`config.mk`:
```
export PLATFORM = sky130hd
export DESIGN_NAME = dram_traffic_top
export DESIGN_NICKNAME = d
export VERILOG_FILES = /design/src/hw/dram_traffic_pkg.sv /design/src/hw/dram_traffic_fsm.sv /design/src/hw/dram_credit_counter.sv /design/src/hw/dram_request_mux.sv /design/src/hw/dram_sample_unpacker.sv /design/src/hw/dram_traffic_top.sv
export SDC_FILE = /design/constraint.sdc
export NUM_CORES = 1
export LEC_CHECK = 0
export CORE_MARGIN = 5
export CORE_UTILIZATION = 60
export DETAILED_ROUTE_END_ITERATION = 8
export DONT_BUFFER_PORTS = 1
export GPL_TIMING_DRIVEN = 1
export PLACE_DENSITY = 0.76
export SKIP_CTS_REPAIR_TIMING = 1
export SYNTH_ARGS = -nofsm -noshare
export SYNTH_HDL_FRONTEND = slang
export SYNTH_SLANG_ARGS = --single-unit
```
`constraint.sdc`:
```
create_clock -name clk_dram_ctrl -period 17.3 [get_ports clk_dram_ctrl]
set_input_delay 1.73 -clock clk_dram_ctrl [delete_from_list [all_inputs] [get_ports clk_dram_ctrl]]
set_output_delay 1.73 -clock clk_dram_ctrl [all_outputs]
set_load 0.01 [all_outputs]
```
`src/hw/dram_traffic_pkg.sv`:
```
package dram_traffic_pkg;

    // line and sample format
    localparam int DRAM_ADDR_W      = 24;   // one line per address
    localparam int LINE_W           = 128;
    localparam int SAMPLE_W         = 16;
    localparam int SAMPLES_PER_LINE = 8;

    // response buffer depth in lines and the credit pool at reset
    localparam int RESP_DEPTH = 4;
    localparam int CREDIT_W   = 3;
    localparam int COUNT_W    = 16;  // completed-request counter

    // one dram line seen as a flat word or as samples
    // sample 0 sits in the low bits
    typedef union packed {
        logic [LINE_W-1:0]                        raw;
        logic [SAMPLES_PER_LINE-1:0][SAMPLE_W-1:0] samples;
    } dram_line_u;

    // write beat from the loader
    typedef struct packed {
        dram_line_u line;
        logic       last;  // final beat of the load
    } dram_wr_beat_t;

    // audio read address
    typedef struct packed {
        logic [DRAM_ADDR_W-1:0] addr;
    } dram_rd_req_t;

    // pipelined wishbone-style request
    typedef struct packed {
        logic                   stb;
        logic                   we;    // 1 = write
        logic [DRAM_ADDR_W-1:0] addr;
        dram_line_u             data;  // write data only
    } dram_mem_req_t;

    typedef enum logic [1:0] {
        RESET,
        LOAD,
        FLUSH,
        SERVE
    } dram_phase_e;

endpackage

```
`src/hw/dram_traffic_fsm.sv`:
```
`timescale 1ns/100ps

module dram_traffic_fsm (
    input  logic                          clk_dram_ctrl,
    input  logic                          rst_dram_ctrl,
    input  logic                          i_issue,            // memory took a request
    input  logic                          i_issue_last,       // ... and it was the last beat
    input  logic                          i_outstanding_zero,
    output dram_traffic_pkg::dram_phase_e o_phase,
    output logic                          o_load_complete
);

    dram_traffic_pkg::dram_phase_e phase_q;
    dram_traffic_pkg::dram_phase_e phase_d;

    // phases only advance until the next reset
    always_comb begin
        phase_d = phase_q;
        case (phase_q)
            dram_traffic_pkg::RESET: begin
                phase_d = dram_traffic_pkg::LOAD;  // one idle cycle after reset
            end
            dram_traffic_pkg::LOAD: begin
                if (i_issue && i_issue_last) begin
                    phase_d = dram_traffic_pkg::FLUSH;
                end
            end
            dram_traffic_pkg::FLUSH: begin
                // all writes must be acked before the first read goes out
                if (i_outstanding_zero) begin
                    phase_d = dram_traffic_pkg::SERVE;
                end
            end
            default: begin
                phase_d = phase_q;  // serve forever
            end
        endcase
    end

    always_ff @(posedge clk_dram_ctrl) begin
        if (rst_dram_ctrl) begin
            phase_q <= dram_traffic_pkg::RESET;
        end else begin
            phase_q <= phase_d;
        end
    end

    assign o_phase         = phase_q;
    assign o_load_complete = (phase_q == dram_traffic_pkg::SERVE);

endmodule

```
`src/hw/dram_credit_counter.sv`:
```
`timescale 1ns/100ps

module dram_credit_counter (
    input  logic                                 clk_dram_ctrl,
    input  logic                                 rst_dram_ctrl,
    input  logic                                 i_issue,
    input  logic                                 i_issue_read,
    input  logic                                 i_mem_ack,
    input  logic                                 i_line_credit,  // a buffer line was freed
    output logic                                 o_credit_avail,
    output logic                                 o_outstanding_zero,
    output logic [dram_traffic_pkg::COUNT_W-1:0] o_complete_count
);

    typedef logic [dram_traffic_pkg::CREDIT_W-1:0] credit_t;

    credit_t credits;
    credit_t outstanding;  // issued, not yet acked
    logic    take;

    assign take = i_issue && i_issue_read;

    always_ff @(posedge clk_dram_ctrl) begin
        if (rst_dram_ctrl) begin
            credits          <= credit_t'(dram_traffic_pkg::RESP_DEPTH);
            outstanding      <= '0;
            o_complete_count <= '0;
        end else begin
            case ({take, i_line_credit})
                2'b10:   credits <= credits - 1'b1;
                2'b01:   credits <= credits + 1'b1;
                default: credits <= credits;  // no event or take and return together
            endcase

            case ({i_issue, i_mem_ack})
                2'b10:   outstanding <= outstanding + 1'b1;
                2'b01:   outstanding <= outstanding - 1'b1;
                default: outstanding <= outstanding;
            endcase

            if (i_mem_ack) begin
                o_complete_count <= o_complete_count + 1'b1;  // wraps
            end
        end
    end

    // look ahead past a read issued this cycle since the register lags by one
    assign o_credit_avail     = take ? (credits > credit_t'(1)) : (credits != '0);
    assign o_outstanding_zero = (outstanding == '0);

endmodule

```
`src/hw/dram_request_mux.sv`:
```
`timescale 1ns/100ps

module dram_request_mux (
    input  logic                            clk_dram_ctrl,
    input  logic                            rst_dram_ctrl,
    input  dram_traffic_pkg::dram_phase_e   i_phase,
    input  logic                            i_credit_avail,

    // write beats, load phase only
    input  dram_traffic_pkg::dram_wr_beat_t i_wr,
    input  logic                            i_wr_valid,
    output logic                            o_wr_ready,

    // read addresses, serve phase only
    input  dram_traffic_pkg::dram_rd_req_t  i_rd,
    input  logic                            i_rd_valid,
    output logic                            o_rd_ready,

    output dram_traffic_pkg::dram_mem_req_t o_mem,
    input  logic                            i_mem_stall,

    output logic                            o_issue,
    output logic                            o_issue_read,
    output logic                            o_issue_last
);

    dram_traffic_pkg::dram_mem_req_t       req_q;
    logic                                  last_q;   // held beat closes the load
    logic [dram_traffic_pkg::DRAM_ADDR_W-1:0] wr_addr;  // next load address
    logic                                  accept;
    logic                                  reg_free;
    logic                                  wr_fire;
    logic                                  rd_fire;

    assign accept   = req_q.stb && !i_mem_stall;
    assign reg_free = !req_q.stb || accept;  // empty now or emptied this cycle

    // no more beats once the last one is sitting in the register
    assign o_wr_ready = (i_phase == dram_traffic_pkg::LOAD) && reg_free
                        && !(req_q.stb && last_q);
    assign o_rd_ready = (i_phase == dram_traffic_pkg::SERVE) && reg_free
                        && i_credit_avail;

    assign wr_fire = i_wr_valid && o_wr_ready;
    assign rd_fire = i_rd_valid && o_rd_ready;

    always_ff @(posedge clk_dram_ctrl) begin
        if (rst_dram_ctrl) begin
            req_q.stb <= 1'b0;
            last_q    <= 1'b0;
            wr_addr   <= '0;
        end else begin
            if (wr_fire) begin
                req_q.stb  <= 1'b1;
                req_q.we   <= 1'b1;
                req_q.addr <= wr_addr;
                req_q.data <= i_wr.line;
                last_q     <= i_wr.last;
                wr_addr    <= wr_addr + 1'b1;  // samples packed from line 0 up
            end else if (rd_fire) begin
                req_q.stb  <= 1'b1;
                req_q.we   <= 1'b0;
                req_q.addr <= i_rd.addr;
                last_q     <= 1'b0;
            end else if (accept) begin
                req_q.stb <= 1'b0;
            end
            // under stall nothing changes
        end
    end

    assign o_mem        = req_q;
    assign o_issue      = accept;
    assign o_issue_read = !req_q.we;
    assign o_issue_last = req_q.we && last_q;

endmodule

```
`src/hw/dram_sample_unpacker.sv`:
```
`timescale 1ns/100ps

module dram_sample_unpacker (
    input  logic                                  clk_dram_ctrl,
    input  logic                                  rst_dram_ctrl,
    input  dram_traffic_pkg::dram_phase_e         i_phase,
    input  logic                                  i_mem_ack,
    input  dram_traffic_pkg::dram_line_u          i_mem_rdata,
    output logic [dram_traffic_pkg::SAMPLE_W-1:0] o_sample,
    output logic                                  o_sample_valid,
    input  logic                                  i_sample_ready,
    output logic                                  o_line_credit
);

    typedef logic [$clog2(dram_traffic_pkg::RESP_DEPTH)-1:0]       idx_t;
    typedef logic [$clog2(dram_traffic_pkg::SAMPLES_PER_LINE)-1:0] sel_t;
    typedef logic [dram_traffic_pkg::CREDIT_W-1:0]                 fill_t;

    dram_traffic_pkg::dram_line_u line_buf [dram_traffic_pkg::RESP_DEPTH];

    idx_t  wr_idx;
    idx_t  rd_idx;
    fill_t fill;        // lines held
    sel_t  sample_sel;  // next sample of the head line
    logic  capture;
    logic  xfer;
    logic  line_done;

    // only read data is kept since write acks land before SERVE
    assign capture = i_mem_ack && (i_phase == dram_traffic_pkg::SERVE);

    assign o_sample_valid = (fill != '0);
    assign o_sample       = line_buf[rd_idx].samples[sample_sel];

    assign xfer      = o_sample_valid && i_sample_ready;
    assign line_done = xfer && (sample_sel == sel_t'(dram_traffic_pkg::SAMPLES_PER_LINE - 1));
    assign o_line_credit = line_done;

    // line storage
    always_ff @(posedge clk_dram_ctrl) begin
        if (capture) begin
            line_buf[wr_idx] <= i_mem_rdata;
        end
    end

    always_ff @(posedge clk_dram_ctrl) begin
        if (rst_dram_ctrl) begin
            wr_idx     <= '0;
            rd_idx     <= '0;
            fill       <= '0;
            sample_sel <= '0;
        end else begin
            if (capture) begin
                wr_idx <= wr_idx + 1'b1;
            end

            if (line_done) begin
                sample_sel <= '0;
                rd_idx     <= rd_idx + 1'b1;  // head line freed
            end else if (xfer) begin
                sample_sel <= sample_sel + 1'b1;
            end

            case ({capture, line_done})
                2'b10:   fill <= fill + 1'b1;
                2'b01:   fill <= fill - 1'b1;
                default: fill <= fill;
            endcase
        end
    end

endmodule

```
`src/hw/dram_traffic_top.sv`:
```
`timescale 1ns/100ps

module dram_traffic_top (
    input  logic                                  clk_dram_ctrl,
    input  logic                                  rst_dram_ctrl,

    input  dram_traffic_pkg::dram_wr_beat_t       i_wr,
    input  logic                                  i_wr_valid,
    output logic                                  o_wr_ready,

    input  dram_traffic_pkg::dram_rd_req_t        i_rd,
    input  logic                                  i_rd_valid,
    output logic                                  o_rd_ready,

    output logic [dram_traffic_pkg::SAMPLE_W-1:0] o_sample,
    output logic                                  o_sample_valid,
    input  logic                                  i_sample_ready,

    output dram_traffic_pkg::dram_mem_req_t       o_mem,
    input  logic                                  i_mem_stall,
    input  logic                                  i_mem_ack,
    input  dram_traffic_pkg::dram_line_u          i_mem_rdata,

    output logic                                  o_load_complete,
    output logic [dram_traffic_pkg::COUNT_W-1:0]  o_complete_count
);

    dram_traffic_pkg::dram_phase_e phase;
    logic                          issue;
    logic                          issue_read;
    logic                          issue_last;
    logic                          credit_avail;
    logic                          outstanding_zero;
    logic                          line_credit;

    dram_traffic_fsm u_fsm (
        .clk_dram_ctrl      (clk_dram_ctrl),
        .rst_dram_ctrl      (rst_dram_ctrl),
        .i_issue            (issue),
        .i_issue_last       (issue_last),
        .i_outstanding_zero (outstanding_zero),
        .o_phase            (phase),
        .o_load_complete    (o_load_complete)
    );

    dram_credit_counter u_credit (
        .clk_dram_ctrl      (clk_dram_ctrl),
        .rst_dram_ctrl      (rst_dram_ctrl),
        .i_issue            (issue),
        .i_issue_read       (issue_read),
        .i_mem_ack          (i_mem_ack),
        .i_line_credit      (line_credit),
        .o_credit_avail     (credit_avail),
        .o_outstanding_zero (outstanding_zero),
        .o_complete_count   (o_complete_count)
    );

    dram_request_mux u_mux (
        .clk_dram_ctrl  (clk_dram_ctrl),
        .rst_dram_ctrl  (rst_dram_ctrl),
        .i_phase        (phase),
        .i_credit_avail (credit_avail),
        .i_wr           (i_wr),
        .i_wr_valid     (i_wr_valid),
        .o_wr_ready     (o_wr_ready),
        .i_rd           (i_rd),
        .i_rd_valid     (i_rd_valid),
        .o_rd_ready     (o_rd_ready),
        .o_mem          (o_mem),
        .i_mem_stall    (i_mem_stall),
        .o_issue        (issue),
        .o_issue_read   (issue_read),
        .o_issue_last   (issue_last)
    );

    dram_sample_unpacker u_unpack (
        .clk_dram_ctrl  (clk_dram_ctrl),
        .rst_dram_ctrl  (rst_dram_ctrl),
        .i_phase        (phase),
        .i_mem_ack      (i_mem_ack),
        .i_mem_rdata    (i_mem_rdata),
        .o_sample       (o_sample),
        .o_sample_valid (o_sample_valid),
        .i_sample_ready (i_sample_ready),
        .o_line_credit  (line_credit)
    );

endmodule

```
==> key figures <==
Timing
  • Min cycle time layout: around 6.4 ns
  • Max Slew Vio Count: 0
  • Max Fclk: 0.156 GHz
  • Setup TNS: 0 ns
  • Unrepaired setup endpoints after global routing: no
  • Relative slew slack: 0.140
  • Final period utilization: 0.370
  • Final Skew: between 0.015 and 0.02 ns
  • Final Hold Viols: 0
  • Worst-Margin Slew: around 1.3 ns
  • Final setup fails: 0

Logic synthesis
  • Cell area after synthesis: 0.0276 mm²
  • Syn Nets: 1913
  • Cell taking the most area after synthesis: edfxtp_1
  • Seq cells post-synth: between 700 and 800
  • Sequential share of the synthesized area: 0.767
  • Synthesized instance count: between 1500 and 2000
  • Synthesized area per cell: between 15 and 20 µm²
  • Yosys top cell area share: 0.723
  • Syn. warnings: 0
  • Synth cell types: 55
  • Top area cells in the synthesized netlist: edfxtp_1, mux2i_1, dfxtp_1

Drt
  • Drt pass-1 iters: 6
  • Post-route ant nets: 0
  • Vias per cell: roughly 6.6
  • Routed via count: ~15000
  • WL per Instance: around 33 µm
  • Drc violations: 0
  • Final wirelength: around 76000 µm
  • Initial DRC count: roughly 1500

Worst setup path
  • Crit end category: primary output
  • Worst-path maximum fanout: 68
  • WS Path Type: reg2out
  • Worst Path Arrival: 4.67 ns
  • Nature of the critical path startpoint: flip-flop
  • Critical Path RT: between 15 and 20 ns

Finish
  • Layout Nets: between 1500 and 2000
  • Multi-input logic area: 0.00614 mm²
  • Layout cells sized above 1: 0.100
  • FF+latch area: approximately 0.021 mm²
  • Synth-to-layout area growth: 12.0%
  • Number of fill cells: approximately 3000
  • Final std cells w/o fill: roughly 2300

Clock network
  • CTS tree: yes
  • Clock Latency Late Sink: between 0.6 and 0.7 ns
  • Clock buffer count from CTS: between 70 and 80
  • CTS root buffer: clkbuf_16
  • Clk slew on worst S/H paths: 0.06 ns
  • Sink Count: 727
  • Bufs on Longest Clock Path: 3
  • H-tree Lvls: 3

GRT
  • Initial antenna violation count: 23
  • Grt ovf: 0
  • Largest net degree at the start of global routing: 83
  • Global-route wire length before repair: between 100000 and 150000 µm
  • Vias in the first global route: approximately 15000
  • Tot GR Track Use: 0.293

Power
  • Worst vdd ir: ~0.1 mV
  • Leak pwr: 9.43 nW
  • PwrDens: 124 mW/mm²

Floorplanning
  • Die H: ~220 µm
  • Num ports: ~480
  • Die Span X: 225 µm
  • Core area: between 0.04 and 0.05 mm²
  • Initial core utilization: 0.608
  • Die area: just over 0.05 mm²
  • Row count: between 70 and 80

Min path
  • Worst hold-check path type: reg2reg

Place
  • Port Buffer Count: 0
  • Inst Count DP: between 2000 and 2500
  • Hpwl dp: a little over 50000 µm
  • Gp weighted congestion: a little under 0.9

Outcome
  • Status: finished, final reports clean

Run
  • Maxcap violations: 0
==> registers in the layout, indices dropped and copies added, names as in the netlist, named ones only <==
register	cells
u_mux.wr_addr	24
u_unpack.wr_idx	2
u_unpack.rd_idx	2
u_fsm.o_phase	2
u_unpack.sample_sel	3
u_unpack.line_buf	512
u_mux.last_q	1
u_unpack.fill	3
u_credit.outstanding	3
u_credit.credits	3
u_credit.o_complete_count	16
u_mux.o_mem	154
==> final timing paths <==
check / cells after the start / start / to / slack, ns
worst min register to register: 2 / u_credit.outstanding[2] / u_credit.outstanding[2] / 0.49
worst max register to register: 5 / u_fsm.o_phase[0] / u_mux.o_mem[70] / 14.23
worst max-delay path: 6 / flip-flop / o_sample[9] / 10.90
worst min-delay path: 2 / u_credit.outstanding[2] / u_credit.outstanding[2] / 0.49
==> routing by layer <==
layer / global-route usage / part of all wire / up-vias
li1: - / - / 6376
met1: 0.350 / 0.34 / 7584
met2: 0.486 / 0.50 / 895
met3: 0.117 / 0.12 / 194
met4: 0.106 / 0.040 / 20
met5: 0 / 0.0018 / -
==> cells in the mapped netlist (all sizes together) <==
| library cell | instances |
|---|---|
| nor4bb | 6 |
| nor4b | 4 |
| xor2 | 14 |
| a22oi | 129 |
| inv | 20 |
| a31oi | 1 |
| a21oi | 27 |
| or2b | 2 |
| nor2 | 57 |
| mux2i | 258 |
| clkbuf | 27 |
| nand2 | 84 |
| and2 | 2 |
| a211oi | 2 |
| nand3 | 16 |
| nand4 | 41 |
| dfxtp | 62 |
| o21ai | 15 |
| or4 | 8 |
| ha | 20 |
| buf | 50 |
| a31o | 1 |
| xnor2 | 15 |
| nor3 | 7 |
| nor3b | 1 |
| nand2b | 2 |
| nand3b | 3 |
| nor2b | 2 |
| a221oi | 1 |
| and3 | 7 |
| o31a | 1 |
| o21a | 1 |
| o31ai | 9 |
| nor4 | 9 |
| or3b | 2 |
| edfxtp | 665 |
| and4b | 4 |
| and4 | 8 |
| nand4b | 1 |
| o21ba | 1 |
| or3 | 14 |
| fa | 2 |
| mux2 | 2 |
==> worst max-delay path, cell delays in order, from the launching register on <==
cell and delay [ns]:
dfxtp_4 1.05, buf_4 0.90, buf_4 0.98, mux2i_1 0.21
a22oi_1 0.25, nand4_1 0.16, nor2_1 0.35
==> cell families (layout without fill, tap and decap cells) <==
family,Yosys count,count (layout),synth area share
flops,727,727,0.767
simple gates,280,280,0.0547
mux,260,260,0.0943
compound gates,188,188,0.0478
buf+inv,97,182,0.0161
xor+xnor,29,29,0.00919
fa+ha+maj,22,22,0.0105
other cells,0,4,0
==> power by group <==
group	leakage, nW	total (mW)	switching [mW]	internal [mW]
clock network	1.25	1.66	0.660	0.998
registers	6.50	2.06	0.0588	2.00
logic	1.68	0.134	0.0970	0.0370
total	9.43	3.85	0.816	3.03
==> cell usage in the layout (no fill, tap or decap), types with 3 or more instances in the layout <==
master	Yosys	layout
a21oi_1	27	26
nor4bb_4	0	6
inv_1	20	20
or4_1	8	8
clkinv_1	0	16
nor3_1	7	6
clkbuf_1	26	7
mux2i_1	258	258
clkbuf_8	0	4
buf_4	4	29
clkinv_2	0	10
clkbuf_16	0	77
nor4_1	8	8
diode_2	0	4
nor2_1	57	57
and4b_1	4	4
xor2_1	14	14
nand2_1	83	83
dfxtp_1	62	61
xnor2_1	15	15
nand3b_1	3	3
nor4b_4	0	4
o21ai_0	14	14
and3_1	7	3
a22oi_1	129	129
bufinv_16	0	11
ha_1	20	20
and4_1	6	6
and3_4	0	4
nand3_1	16	16
edfxtp_1	665	665
o31ai_1	8	8
nand4_1	40	40
or3_1	13	13
==> metrics by stage <==
step	instance area (µm²)	power (mW)	worst slack (ns)	utilization	hold WS (ns)
3_5_place_dp	28400	2.23	11.62	0.625	0.475
5_1_grt	31000	3.96	10.69	0.681	0.515
6_report	31000	3.85	10.90	0.681	0.489
2_1_floorplan	27600	2.18	5.30	-	0.454
3_3_place_gp	28400	2.22	11.68	0.625	0.455
4_1_cts	31000	3.86	10.93	0.681	0.484
==> area by class of cell <==
type | instances | share of cell area
repair buffers | 29 | 0.00703
multi-input cells | 779 | 0.198
well taps | 600 | 0.0242
clock inverters | 45 | 0.0176
flip-flops and latches | 727 | 0.685
clock buffers | 88 | 0.0649
diodes | 4 | 0.000323
inverters | 20 | 0.00242
Note: power is estimated with default switching activity, not from simulation.
